[src/common/rv32i_types.sv]
`default_nettype none

package rv32i_types;

    typedef logic [31:0] rv32i_word;

    localparam rv32i_word reset_vector = 32'h0000_0000; // first fetch address

    // base opcodes handled by this core
    typedef enum logic [6:0] {
        op_load  = 7'b0000011,
        op_imm   = 7'b0010011,
        op_auipc = 7'b0010111,
        op_store = 7'b0100011,
        op_reg   = 7'b0110011,
        op_lui   = 7'b0110111
    } rv32i_opcode;

    // alu_add must stay at zero, a cleared control word is an add
    typedef enum logic [3:0] {
        alu_add  = 4'd0,
        alu_sub  = 4'd1,
        alu_sll  = 4'd2,
        alu_slt  = 4'd3,
        alu_sltu = 4'd4,
        alu_xor  = 4'd5,
        alu_srl  = 4'd6,
        alu_sra  = 4'd7,
        alu_or   = 4'd8,
        alu_and  = 4'd9
    } alu_ops;

    typedef enum logic [2:0] {
        lb  = 3'b000,
        lh  = 3'b001,
        lw  = 3'b010,
        lbu = 3'b100,
        lhu = 3'b101
    } load_funct3;

    typedef enum logic [2:0] {
        sb = 3'b000,
        sh = 3'b001,
        sw = 3'b010
    } store_funct3;

endpackage

`default_nettype wire

[src/common/control_word_types.sv]
`default_nettype none

package control_word_types;

    // operand a of the alu
    typedef enum logic {
        alumux1_rs1_out = 1'b0,
        alumux1_pc_out  = 1'b1
    } alumux1_sel_t;

    // operand b of the alu
    typedef enum logic [1:0] {
        alumux2_i_imm   = 2'd0,
        alumux2_u_imm   = 2'd1,
        alumux2_s_imm   = 2'd2,
        alumux2_rs2_out = 2'd3
    } alumux2_sel_t;

    typedef enum logic [1:0] {
        regfilemux_alu_out = 2'd0,
        regfilemux_u_imm   = 2'd1,
        regfilemux_load    = 2'd2
    } regfilemux_sel_t;

    // all zero is a bubble
    typedef struct packed {
        rv32i_types::alu_ops aluop;
        alumux1_sel_t        alumux1_sel;
        alumux2_sel_t        alumux2_sel;
        regfilemux_sel_t     regfilemux_sel;
        logic                load_regfile;
        logic                mem_read;
        logic                mem_write;
        logic [2:0]          funct3; // load/store width
    } rv32i_control_word;

endpackage

`default_nettype wire

[src/datapath/datapath.sv]
`timescale 1ns/1ns
`default_nettype none

module datapath (
    input  logic                   clk,
    input  logic                   reset,

    input  rv32i_types::rv32i_word inst_rdata,
    output rv32i_types::rv32i_word inst_addr,
    output logic                   inst_read,

    input  rv32i_types::rv32i_word data_rdata,
    output rv32i_types::rv32i_word data_addr,
    output rv32i_types::rv32i_word data_wdata,
    output logic [3:0]             data_mbe,
    output logic                   data_read,
    output logic                   data_write,

    output logic [4:0]             rs1,
    output logic [4:0]             rs2,
    output logic [4:0]             rd,
    output rv32i_types::rv32i_word rd_data,
    output logic                   load_regfile,
    input  rv32i_types::rv32i_word rs1_out,
    input  rv32i_types::rv32i_word rs2_out
);

    // IF
    rv32i_types::rv32i_word pc;
    logic fetch_en;

    // IF/ID and decode
    rv32i_types::rv32i_word ir;
    rv32i_types::rv32i_word pc_id;
    logic id_valid;
    control_word_types::rv32i_control_word ctrl_word;
    control_word_types::rv32i_control_word ctrl_id;
    rv32i_types::rv32i_word i_imm;
    rv32i_types::rv32i_word s_imm;
    rv32i_types::rv32i_word u_imm;
    logic [4:0] rd_id;

    // ID/EX
    control_word_types::rv32i_control_word ctrl_ex;
    rv32i_types::rv32i_word pc_ex;
    rv32i_types::rv32i_word rs1_data_ex;
    rv32i_types::rv32i_word rs2_data_ex;
    rv32i_types::rv32i_word i_imm_ex;
    rv32i_types::rv32i_word s_imm_ex;
    rv32i_types::rv32i_word u_imm_ex;
    logic [4:0] rd_ex;
    rv32i_types::rv32i_word alumux1_out;
    rv32i_types::rv32i_word alumux2_out;
    rv32i_types::rv32i_word alu_out;

    // EX/MEM
    control_word_types::rv32i_control_word ctrl_mem;
    rv32i_types::rv32i_word alu_out_mem;
    rv32i_types::rv32i_word rs2_data_mem;
    rv32i_types::rv32i_word u_imm_mem;
    logic [4:0] rd_mem;

    // MEM/WB
    control_word_types::rv32i_control_word ctrl_wb;
    rv32i_types::rv32i_word alu_out_wb;
    rv32i_types::rv32i_word u_imm_wb;
    rv32i_types::rv32i_word rdata_wb;
    logic [4:0] rd_wb;
    rv32i_types::rv32i_word load_value;

    assign inst_addr = pc;
    assign inst_read = fetch_en;

    // instruction fields
    assign rs1   = ir[19:15];
    assign rs2   = ir[24:20];
    assign rd_id = ir[11:7];
    assign i_imm = {{21{ir[31]}}, ir[30:20]};
    assign s_imm = {{21{ir[31]}}, ir[30:25], ir[11:7]};
    assign u_imm = {ir[31:12], 12'h000};

    control_unit control_unit_inst (
        .opcode    (rv32i_types::rv32i_opcode'(ir[6:0])),
        .funct3    (ir[14:12]),
        .funct7    (ir[31:25]),
        .ctrl_word (ctrl_word)
    );

    assign ctrl_id = id_valid ? ctrl_word : '0; // nothing fetched, push a bubble

    // control state
    always_ff @(posedge clk) begin
        if (reset) begin
            pc       <= rv32i_types::reset_vector;
            fetch_en <= 1'b0;
            id_valid <= 1'b0;
            ctrl_ex  <= '0;
            ctrl_mem <= '0;
            ctrl_wb  <= '0;
        end else begin
            fetch_en <= 1'b1;
            if (fetch_en) pc <= pc + 32'd4;
            id_valid <= fetch_en;
            ctrl_ex  <= ctrl_id;
            ctrl_mem <= ctrl_ex;
            ctrl_wb  <= ctrl_mem;
        end
    end

    // payload, follows the control words
    always_ff @(posedge clk) begin
        ir           <= inst_rdata;
        pc_id        <= pc;
        pc_ex        <= pc_id;
        rs1_data_ex  <= rs1_out;
        rs2_data_ex  <= rs2_out;
        i_imm_ex     <= i_imm;
        s_imm_ex     <= s_imm;
        u_imm_ex     <= u_imm;
        rd_ex        <= rd_id;
        alu_out_mem  <= alu_out;
        rs2_data_mem <= rs2_data_ex;
        u_imm_mem    <= u_imm_ex;
        rd_mem       <= rd_ex;
        alu_out_wb   <= alu_out_mem;
        u_imm_wb     <= u_imm_mem;
        rdata_wb     <= data_rdata; // same-cycle memory answer
        rd_wb        <= rd_mem;
    end

    // EX operand muxes
    always_comb begin
        unique case (ctrl_ex.alumux1_sel)
            control_word_types::alumux1_pc_out: alumux1_out = pc_ex;
            default:                            alumux1_out = rs1_data_ex;
        endcase

        unique case (ctrl_ex.alumux2_sel)
            control_word_types::alumux2_i_imm: alumux2_out = i_imm_ex;
            control_word_types::alumux2_u_imm: alumux2_out = u_imm_ex;
            control_word_types::alumux2_s_imm: alumux2_out = s_imm_ex;
            default:                           alumux2_out = rs2_data_ex;
        endcase
    end

    alu alu_inst (
        .aluop (ctrl_ex.aluop),
        .a     (alumux1_out),
        .b     (alumux2_out),
        .f     (alu_out)
    );

    // MEM, store data replicated into every lane, mask picks the lanes
    assign data_addr  = alu_out_mem;
    assign data_read  = ctrl_mem.mem_read;
    assign data_write = ctrl_mem.mem_write;

    always_comb begin
        case (rv32i_types::store_funct3'(ctrl_mem.funct3))
            rv32i_types::sb: begin
                data_wdata = {4{rs2_data_mem[7:0]}};
                data_mbe   = 4'b0001 << alu_out_mem[1:0];
            end
            rv32i_types::sh: begin
                data_wdata = {2{rs2_data_mem[15:0]}};
                data_mbe   = 4'b0011 << alu_out_mem[1:0];
            end
            default: begin
                data_wdata = rs2_data_mem; // sw
                data_mbe   = 4'b1111;
            end
        endcase
    end

    load_masking load_masking_inst (
        .funct3     (ctrl_wb.funct3),
        .addr_low   (alu_out_wb[1:0]),
        .rdata      (rdata_wb),
        .load_value (load_value)
    );

    // WB
    always_comb begin
        unique case (ctrl_wb.regfilemux_sel)
            control_word_types::regfilemux_u_imm: rd_data = u_imm_wb;
            control_word_types::regfilemux_load:  rd_data = load_value;
            default:                              rd_data = alu_out_wb;
        endcase
    end

    assign rd           = rd_wb;
    assign load_regfile = ctrl_wb.load_regfile && (rd_wb != 5'd0); // x0 writes dropped

endmodule

`default_nettype wire

[src/datapath/load_masking.sv]
`timescale 1ns/1ns
`default_nettype none

module load_masking (
    input  logic [2:0]             funct3,
    input  logic [1:0]             addr_low,
    input  rv32i_types::rv32i_word rdata,
    output rv32i_types::rv32i_word load_value
);

    logic [7:0]  byte_sel;
    logic [15:0] half_sel;

    always_comb begin
        case (addr_low)
            2'd0:    byte_sel = rdata[7:0];
            2'd1:    byte_sel = rdata[15:8];
            2'd2:    byte_sel = rdata[23:16];
            default: byte_sel = rdata[31:24];
        endcase
    end

    assign half_sel = addr_low[1] ? rdata[31:16] : rdata[15:0]; // halfwords are aligned

    always_comb begin
        case (rv32i_types::load_funct3'(funct3))
            rv32i_types::lb:  load_value = {{24{byte_sel[7]}}, byte_sel};
            rv32i_types::lbu: load_value = {24'b0, byte_sel};
            rv32i_types::lh:  load_value = {{16{half_sel[15]}}, half_sel};
            rv32i_types::lhu: load_value = {16'b0, half_sel};
            default:          load_value = rdata; // lw
        endcase
    end

endmodule

`default_nettype wire

[src/verilog/alu.sv]
`timescale 1ns/1ns
`default_nettype none

module alu (
    input  rv32i_types::alu_ops    aluop,
    input  rv32i_types::rv32i_word a,
    input  rv32i_types::rv32i_word b,
    output rv32i_types::rv32i_word f
);

    logic [4:0] shamt;
    logic       lt_signed;
    logic       lt_unsigned;

    assign shamt       = b[4:0]; // only the low five bits count
    assign lt_signed   = $signed(a) < $signed(b);
    assign lt_unsigned = a < b;

    always_comb begin
        case (aluop)
            rv32i_types::alu_add:  f = a + b;
            rv32i_types::alu_sub:  f = a - b;
            rv32i_types::alu_sll:  f = a << shamt;
            rv32i_types::alu_slt:  f = {31'b0, lt_signed};
            rv32i_types::alu_sltu: f = {31'b0, lt_unsigned};
            rv32i_types::alu_xor:  f = a ^ b;
            rv32i_types::alu_srl:  f = a >> shamt;
            rv32i_types::alu_sra:  f = rv32i_types::rv32i_word'($signed(a) >>> shamt);
            rv32i_types::alu_or:   f = a | b;
            rv32i_types::alu_and:  f = a & b;
            default:               f = a + b;
        endcase
    end

endmodule

`default_nettype wire

[src/verilog/control_unit.sv]
`timescale 1ns/1ns
`default_nettype none

module control_unit (
    input  rv32i_types::rv32i_opcode              opcode,
    input  logic [2:0]                            funct3,
    input  logic [6:0]                            funct7,
    output control_word_types::rv32i_control_word ctrl_word
);

    logic alt_op; // sub / sra

    // shared by register and immediate forms
    function automatic rv32i_types::alu_ops arith_op(input logic [2:0] f3, input logic alt);
        rv32i_types::alu_ops result;
        case (f3)
            3'b000:  result = alt ? rv32i_types::alu_sub : rv32i_types::alu_add;
            3'b001:  result = rv32i_types::alu_sll;
            3'b010:  result = rv32i_types::alu_slt;
            3'b011:  result = rv32i_types::alu_sltu;
            3'b100:  result = rv32i_types::alu_xor;
            3'b101:  result = alt ? rv32i_types::alu_sra : rv32i_types::alu_srl;
            3'b110:  result = rv32i_types::alu_or;
            default: result = rv32i_types::alu_and;
        endcase
        return result;
    endfunction

    // addi has no subtract, only srai looks at funct7
    assign alt_op = funct7[5] && ((opcode == rv32i_types::op_reg) || (funct3 == 3'b101));

    always_comb begin
        ctrl_word = '0;
        ctrl_word.funct3 = funct3;
        case (opcode)
            rv32i_types::op_reg: begin
                ctrl_word.aluop = arith_op(funct3, alt_op);
                ctrl_word.alumux2_sel = control_word_types::alumux2_rs2_out;
                ctrl_word.load_regfile = 1'b1;
            end
            rv32i_types::op_imm: begin
                ctrl_word.aluop = arith_op(funct3, alt_op);
                ctrl_word.alumux2_sel = control_word_types::alumux2_i_imm;
                ctrl_word.load_regfile = 1'b1;
            end
            rv32i_types::op_lui: begin
                ctrl_word.regfilemux_sel = control_word_types::regfilemux_u_imm;
                ctrl_word.load_regfile = 1'b1;
            end
            rv32i_types::op_auipc: begin
                ctrl_word.alumux1_sel = control_word_types::alumux1_pc_out; // pc + u_imm
                ctrl_word.alumux2_sel = control_word_types::alumux2_u_imm;
                ctrl_word.load_regfile = 1'b1;
            end
            rv32i_types::op_load: begin
                ctrl_word.alumux2_sel = control_word_types::alumux2_i_imm; // rs1 + offset
                ctrl_word.regfilemux_sel = control_word_types::regfilemux_load;
                ctrl_word.load_regfile = 1'b1;
                ctrl_word.mem_read = 1'b1;
            end
            rv32i_types::op_store: begin
                ctrl_word.alumux2_sel = control_word_types::alumux2_s_imm;
                ctrl_word.mem_write = 1'b1;
            end
            default: begin
                ctrl_word = '0; // unknown opcode becomes a bubble
            end
        endcase
    end

endmodule

`default_nettype wire

[src/verilog/cpu.sv]
`timescale 1ns/1ns
`default_nettype none

module cpu (
    input  logic                   clk,
    input  logic                   reset,
    input  rv32i_types::rv32i_word inst_rdata,
    input  rv32i_types::rv32i_word data_rdata,
    output rv32i_types::rv32i_word inst_addr,
    output rv32i_types::rv32i_word data_addr,
    output rv32i_types::rv32i_word data_wdata,
    output logic                   inst_read,
    output logic                   data_read,
    output logic                   data_write,
    output logic [3:0]             data_mbe,
    output logic                   wb_valid,
    output logic [4:0]             wb_rd,
    output rv32i_types::rv32i_word wb_data
);

    logic [4:0]             rs1;
    logic [4:0]             rs2;
    logic [4:0]             rd;
    rv32i_types::rv32i_word rd_data;
    logic                   load_regfile;
    rv32i_types::rv32i_word rs1_out;
    rv32i_types::rv32i_word rs2_out;

    datapath datapath_inst (
        .clk          (clk),
        .reset        (reset),
        .inst_rdata   (inst_rdata),
        .inst_addr    (inst_addr),
        .inst_read    (inst_read),
        .data_rdata   (data_rdata),
        .data_addr    (data_addr),
        .data_wdata   (data_wdata),
        .data_mbe     (data_mbe),
        .data_read    (data_read),
        .data_write   (data_write),
        .rs1          (rs1),
        .rs2          (rs2),
        .rd           (rd),
        .rd_data      (rd_data),
        .load_regfile (load_regfile),
        .rs1_out      (rs1_out),
        .rs2_out      (rs2_out)
    );

    regfile regfile_inst (
        .clk          (clk),
        .reset        (reset),
        .rs1          (rs1),
        .rs2          (rs2),
        .rd           (rd),
        .rd_data      (rd_data),
        .load_regfile (load_regfile),
        .rs1_out      (rs1_out),
        .rs2_out      (rs2_out)
    );

    // writeback port for observation
    assign wb_valid = load_regfile;
    assign wb_rd    = rd;
    assign wb_data  = rd_data;

endmodule

`default_nettype wire

[src/verilog/regfile.sv]
`timescale 1ns/1ns
`default_nettype none

module regfile (
    input  logic                   clk,
    input  logic                   reset,
    input  logic [4:0]             rs1,
    input  logic [4:0]             rs2,
    input  logic [4:0]             rd,
    input  rv32i_types::rv32i_word rd_data,
    input  logic                   load_regfile,
    output rv32i_types::rv32i_word rs1_out,
    output rv32i_types::rv32i_word rs2_out
);

    rv32i_types::rv32i_word data [1:31]; // x0 has no storage

    always_ff @(posedge clk) begin
        if (reset) begin
            for (int i = 1; i < 32; i++) begin
                data[i] <= '0;
            end
        end else if (load_regfile && (rd != 5'd0)) begin
            data[rd] <= rd_data;
        end
    end

    // read ports see a write of the same cycle
    always_comb begin
        if (rs1 == 5'd0) rs1_out = '0;
        else if (load_regfile && (rd == rs1)) rs1_out = rd_data;
        else rs1_out = data[rs1];

        if (rs2 == 5'd0) rs2_out = '0;
        else if (load_regfile && (rd == rs2)) rs2_out = rd_data;
        else rs2_out = data[rs2];
    end

endmodule

`default_nettype wire
[config.mk]
export PLATFORM = sky130hd
export DESIGN_NAME = cpu
export DESIGN_NICKNAME = d
export VERILOG_FILES = /design/src/common/rv32i_types.sv /design/src/common/control_word_types.sv /design/src/datapath/datapath.sv /design/src/datapath/load_masking.sv /design/src/verilog/alu.sv /design/src/verilog/control_unit.sv /design/src/verilog/cpu.sv /design/src/verilog/regfile.sv
export SDC_FILE = /design/constraint.sdc
export NUM_CORES = 2
export LEC_CHECK = 0
export ABC_CLOCK_PERIOD_IN_PS = 13440
export BUFFER_PORTS_ARGS = -buffer_cell sky130_fd_sc_hd__buf_2
export CAP_MARGIN = 40
export CORE_AREA = 5 5 433 435
export DETAILED_ROUTE_END_ITERATION = 10
export DIE_AREA = 0 0 438 440
export PLACE_DENSITY = 0.56
export SLEW_MARGIN = 15
export SYNTH_ARGS = -nofsm -noshare
export SYNTH_HDL_FRONTEND = slang
export SYNTH_SLANG_ARGS = --single-unit
[constraint.sdc]
create_clock -name clk -period 13.44 [get_ports clk]
set_input_delay 0.672 -clock clk [delete_from_list [all_inputs] [get_ports clk]]
set_output_delay 0.672 -clock clk [all_outputs]
set_load 0.01 [all_outputs]
## Word level (Yosys, flattened, before mapping)

Memory sizes are Yosys's and may differ from the RTL's. A register that Yosys moved wholly into a read port is not among the register bits.
Index checks and enable logic that the tools add are counted.

| cells by class | value |
|---|---|
| $lt $le $gt $ge | 2 |
| eq/ne operators | 33 |
| mux-type cells | 29 |
| reduce and logical (&&, ||, !) cells | 21 |
| add/sub/neg operators | 3 |
| shift-type cells | 5 |
| bitwise operators | 6 |

Operator list:

| kind | number |
|---|---|
| 32-bit case mux with 9 select lines | 1 |
| 32-bit two-way mux | 4 |
| 32-bit case mux with 2 select lines | 2 |
| 32-bit case mux with 4 select lines | 1 |
| 32-bit case mux with 3 select lines | 1 |
| 32-bit < comparator | 2 |
| 32-bit by 3-bit adder with 32-bit output (second input constant) | 1 |
| 32-bit adder | 1 |
| 32-bit bitwise AND | 1 |
| 32-bit bitwise OR | 1 |
| 32-bit OR reduction | 1 |
| 32-bit by 5-bit left shift with 32-bit output | 1 |
| 32-bit by 5-bit >> shifter with 32-bit output | 1 |
| 32-bit by 5-bit >>> shifter with 32-bit output | 1 |
| 32-bit subtractor | 1 |
| 32-bit bitwise XOR | 1 |
| 4-bit case mux with 7 select lines | 1 |
| 8-bit case mux with 3 select lines | 1 |
| 7-bit by 6-bit equality test with 1-bit output (second input constant) | 3 |
| 4-bit by 3-bit equality test with 1-bit output (second input constant) | 4 |
| 16-bit two-way mux | 1 |
| 3-bit equality test (second input constant) | 5 |
| 7-bit by 5-bit equality test with 1-bit output (second input constant) | 2 |
| 1-bit two-way mux | 13 |
| 26 further kinds | 48 |

| word-level totals | value |
|---|---|
| memories kept | 1 |
| word-level logic and storage cells | 136 |
| RAM bits | 992 |
| bits in registers | 450 |

Memories:

| memory | words | bits a word | read ports | clocked after Yosys merged registers in | write ports | line | source |
|---|---|---|---|---|---|---|---|
| regfile_inst.data | 31 | 32 | 2 | 2 | 31 | regfile.sv:16 | `rv32i_types::rv32i_word data [1:31];` |

## Depth between registers and ports, before layout

| logic depth | value |
|---|---|
| depth in word-level cells | 8 |
| gate-level depth with buffers | 18 |
| depth with buffers taken out | 14 |

## Modules after synthesis

Synthesis repeated with hierarchy kept, for this count alone.

| unflattened totals | value |
|---|---|
| cells, all modules | 6087 |
| area, all modules | 76472.1 µm² |

By module, submodules not included:

| module | instances | cells an instance | area each (µm²) | sequential area each (µm²) |
|---|---|---|---|---|
| regfile | 1 | 3801 | 55055.3 | 30749.5 |
| datapath | 1 | 873 | 11456.0 | 8408.1 |
| alu | 1 | 1245 | 8744.6 | 0.0 |
| load_masking | 1 | 133 | 969.7 | 0.0 |
| control_unit | 1 | 35 | 246.5 | 0.0 |

## Worst setup path after synthesis

No wires, ideal clock.

| path | value |
|---|---|
| path kind | register to register |
| start | register datapath_inst.ctrl_ex[9] (netlist bit) |
| end | register datapath_inst.alu_out_mem[28] (netlist: datapath_inst.data_addr[28]) |
| stages on the path, launching flop included | 19 |
| arrival | 4.329 ns |
| library setup time | 0.139 ns |
| data required time | 13.301 ns |
| path slack | 8.972 ns |
| cells stage by stage | dfxtp_1 clkbuf_1 nor3b_4 a21o_4 buf_4 buf_2 buf_1 ha_1 inv_1 fa_1 o21bai_1 a31oi_1 a31o_2 o211a_1 or4_1 a21oi_1 xnor2_1 a2111oi_0 nand3_1 |

| between the ends | value |
|---|---|
| cells in the longest elaborated chain, start to end | 4 |

RTL lines:

| item | line | source |
|---|---|---|
| from (decl) | datapath.sv:44 | `control_word_types::rv32i_control_word ctrl_ex;` |
| from (signal assigned) | datapath.sv:104 | `ctrl_ex <= ctrl_id;` |
| 2-bit equality test (tied with other cells) | datapath.sv:138 | `unique case (ctrl_ex.alumux2_sel)` |
| 32-bit case mux with 3 select lines * | datapath.sv:138 |  |
| 32-bit adder (tied with other cells) | alu.sv:21, alu.sv:31 |  |
| 32-bit case mux with 9 select lines * | alu.sv:20 | `case (aluop)` |
| named net datapath_inst.alu_inst.f[28] | alu.sv:8 | `output rv32i_types::rv32i_word f` |
| to (signal assigned) | datapath.sv:121 | `alu_out_mem <= alu_out;` |
| to (decl) | datapath.sv:58 | `rv32i_types::rv32i_word alu_out_mem;` |

The timed path passes the listed nets; every way through them passes the cells marked *.
A chain may end at the register's enable or synchronous reset.

## Worst setup path in the final report

| path | value |
|---|---|
| start | register datapath_inst.ctrl_ex[9] (netlist bit) |
| end | register datapath_inst.alu_out_mem[29] (netlist: datapath_inst.data_addr[29]) |

Same word-level chain as after synthesis.

==> summary.md <==
| Metric | Value |
|---|---|
| Outcome | finished, final reports clean |
| CP arrival | 6200 ps |
| Min-delay worst type | input port to flop |
| Starting Density | 39.9% |
| Tcrit/Tclk final | 40.9% |
| GRT overflow | 0 |
| Setup Buffers After CTS | 0 |
| Post-synth EDFFs | a little over 1,000 |
| Sequential-to-total area share from yosys stat | between 50% and 60% |
| Routed Antenna Nets | 0 |
| Total Routing Usage GR | 29.6% |
| Worst-skew pair later-pin latency | just over 800 ps |
| Synth area leader | edfxtp_1 |
| Slew @ Worst Pin | between 1000 and 1500 ps |
| Die ar. | 0.193 mm^2 |
| Io pins | around 210 |
| Clk_skew | 70.3 ps |
| Area Growth Syn to Fin | 14.1% |
| TritonCTS Buffers | roughly 160 |
| Top cells by count, synth | 1,294 x nor2_1, 1,024 x edfxtp_1, 591 x mux4_2 |
| Largest net degree at the start of global routing | 130 |
| Post-synth cell types | 87 |
| Nets | 6,094 |
| Top_reg_cell synth | edfxtp_1 |
| DRT Pass-1 Iters | 6 |
| Largest cells by area after synthesis | edfxtp_1 42%, mux4_2 18%, dfxtp_1 12%, nor2_1 6.7%, mux2i_1 3.0% |
| Routed length per instance | 34.4 um |
| Leak | approximately 32 nW |
| DRC Markers | 0 |
| Vias | 53,900 |
| Filler Cells Inserted | around 16,000 |
| DIE WIDTH | 438 um |
| Std-Cell Rows | approximately 160 |
| DPL Wire Length | about 190,000 um |
| CP required | around 14,000 ps |
| Pins Over Slew Limit | 0 |
| WL final | 291,000 um |
| Share of layout cells above drive strength 1 | between 20% and 30% |
| RSZ-0062 raised after global routing | no |
| Clock tree root driver cell | clkbuf_16 |
| Final Instance Area | 0.0831 mm^2 |
| Clk pin slew, worst setup/hold paths | about 60 ps |
| DIE HEIGHT | roughly 440 um |
| Top-count cell post-synth | nor2_1 |
| Crit path capture type | flop |
| Max VDD drop | ~140 uV |
| Vias in the first global route | just over 50,000 |
| Reg power frac | between 40 and 50% |
| Initial DRC count | 8,593 |
| Crit path max fanout | 42 |
| Final hold vios | 0 |
| Syn Inst Count | slightly below 6,000 |
| Post_cts resized | 0 |
| Combinational Power Share | 18.4% |
| Slew margin rel. | ~22% |
| CTS tree | done |
| Vias per inst | approximately 6.4 |
| H-tree Lvls | 4 |
| Initial antenna violation count | 16 |
| Pre-CTS WS | 8090 ps |
| Core area | between 0.15 and 0.2 mm^2 |
| Period minus WS final | between 5000 and 6000 ps |
| Switching share of power | between 30% and 40% |
| Clock power share | a little under two fifths |
| Fraction of registers with async set/reset | 0% |
| Crit Path Category | flop to flop |
| Dpl cell area | 0.0770 mm^2 |
| I/O Buffers | approximately 200 |
| Pwr Density | approximately 140 mW/mm^2 |
| Setup ws final | slightly below 8000 ps |
| Clk sink count | roughly 1,400 |
| Fmax | between 150 and 200 MHz |
| GP Congestion | between 1 and 1.5 |
| Yosys reg bits | roughly 1,400 |
| First-pass GRT wire length | between 400,000 and 500,000 um |
| Psw | roughly 3.7 mW |
| TNS Setup | 0 ps |
| Top cell type's share of synthesized area | 42.2% |
| CP startpoint kind | flop |
| Synth Warn # | 0 |
| Max cap viols | 0 |
| Synth Area per Inst | 12.5 um^2 |
| P_int | ~8.3 mW |
| Final setup vio count | 0 |
| Mapped cell area | 0.0728 mm^2 |
| Longest Clk Path Bufs | 3 |
[metrics by stage]
| step | cells | power [mW] | util, % | hold slack, ps |
|---|---|---|---|---|
| 4_1_cts | 8444 | 12.0 | 45.4 | 15.0 |
| 3_5_place_dp | 8087 | 7.55 | 42.1 | 312 |
| 6_report | 8457 | 12.0 | 45.5 | 68.9 |
| 5_1_grt | 8449 | 12.4 | 45.5 | 26.8 |
| 3_3_place_gp | 8069 | 7.54 | 42.0 | 311 |
| 2_1_floorplan | 5839 | 6.48 | - | 310 |
[flip-flops by register name, indices dropped and copies added, names as in the netlist, 6 cells and up]
signal                      flops
datapath_inst.alu_out_wb       32
datapath_inst.ctrl_ex          15
datapath_inst.ctrl_mem          6
datapath_inst.ctrl_wb           6
datapath_inst.data_addr        32
datapath_inst.i_imm_ex         12
datapath_inst.inst_addr        30
datapath_inst.ir               32
datapath_inst.pc_ex            30
datapath_inst.pc_id            30
datapath_inst.rdata_wb         32
datapath_inst.rs1_data_ex      32
datapath_inst.rs2_data_ex      32
datapath_inst.rs2_data_mem     32
datapath_inst.u_imm_ex          8
datapath_inst.u_imm_mem        20
datapath_inst.u_imm_wb         20
regfile_inst.data            1024
[path summary, 6_finish.rpt]
path                                        from                                  end  slack, ps  cells past startpoint
max          datapath_inst.ctrl_ex[9]$_SDFF_PP0_  datapath_inst.data_addr[29]$_DFF_P_       7940                     15
min                               inst_rdata[21]         datapath_inst.ir[21]$_DFF_P_         70                      1
min reg2reg      datapath_inst.pc_id[20]$_DFF_P_      datapath_inst.pc_ex[20]$_DFF_P_        320                      0
max reg2reg  datapath_inst.ctrl_ex[9]$_SDFF_PP0_  datapath_inst.data_addr[29]$_DFF_P_       7940                     15
[cells by family (layout without fill, tap and decap cells)]
group | count (synthesis) | in the layout | share of synthesized area [%]
compound gates | 817 | 817 | 7.30
xor+xnor | 46 | 46 | 0.553
fa+ha+maj | 102 | 102 | 1.77
buf+inv | 675 | 897 | 3.69
flops | 1444 | 1444 | 53.8
mux | 907 | 907 | 22.8
other cells | 1 | 45 | 0.00515
simple gates | 1814 | 1814 | 10.1
[area by class of cell]
type | count | area, um^2 | area share [%]
well taps | 2385 | 2980 | 3.59
flip-flops and latches | 1444 | 39200 | 47.2
repair buffers | 455 | 3220 | 3.87
clock buffers | 235 | 4620 | 5.56
inverters | 147 | 552 | 0.664
multi-input cells | 3720 | 31700 | 38.2
diodes | 11 | 27.5 | 0.0331
clock inverters | 60 | 782 | 0.941
[power groups by stage]
| stage | Sequential (mW) | Clock, mW | Combinational, mW |
|---|---|---|---|
| 6_report | 5.31 | 4.49 | 2.22 |
| 5_1_grt | 5.33 | 4.73 | 2.30 |
| 3_5_place_dp | 5.40 | 0 | 2.15 |
| 4_1_cts | 5.31 | 4.55 | 2.17 |
| 2_1_floorplan | 5.20 | 0 | 1.27 |
| 3_3_place_gp | 5.40 | 0 | 2.14 |
[critical path, stage by stage, from the launching register on]
cell and delay, ps:
dfxtp_2 310, buf_4 310, nor2_1 380, a22o_2 250
buf_4 350, buf_4 490, inv_2 190, ha_1 230
o21bai_1 180, o21ai_0 440, a211oi_1 280, o211ai_1 580
a211oi_1 210, o41ai_1 710, o221ai_1 240, a21o_1 190
[layout by cell type, fill, tap and decap left out, drive strengths merged, types with 89 or more instances in the layout]
master / synthesis / final
nor2: 1295 / 1295
edfxtp: 1024 / 1024
mux4: 591 / 591
dfxtp: 420 / 420
buf: 135 / 393
nand2: 289 / 289
clkbuf: 393 / 235
mux2i: 221 / 221
o21ai: 211 / 211
a21oi: 208 / 208
inv: 147 / 157
ha: 100 / 100
mux2: 95 / 95
a211oi: 89 / 89
[layer usage]
metal / global-route usage [%] / part of all wire, % / vias up / wire length [um]
li1: - / - / 21911 / -
met1: 40.8 / 38 / 27432 / 112000
met2: 44.7 / 44 / 3932 / 129000
met3: 6.21 / 12 / 619 / 34600
met4: 14.2 / 5.5 / 6 / 16000
met5: 0 / 0.014 / - / 40
[timing repair]
| action | 4_1_cts | 5_1_grt |
|---|---|---|
| hold endpoints to repair | 62 | 0 |
| setup endpoints to repair | 0 | 0 |
| hold buffers | 62 | 0 |
Note: power is estimated with default switching activity, not from simulation.
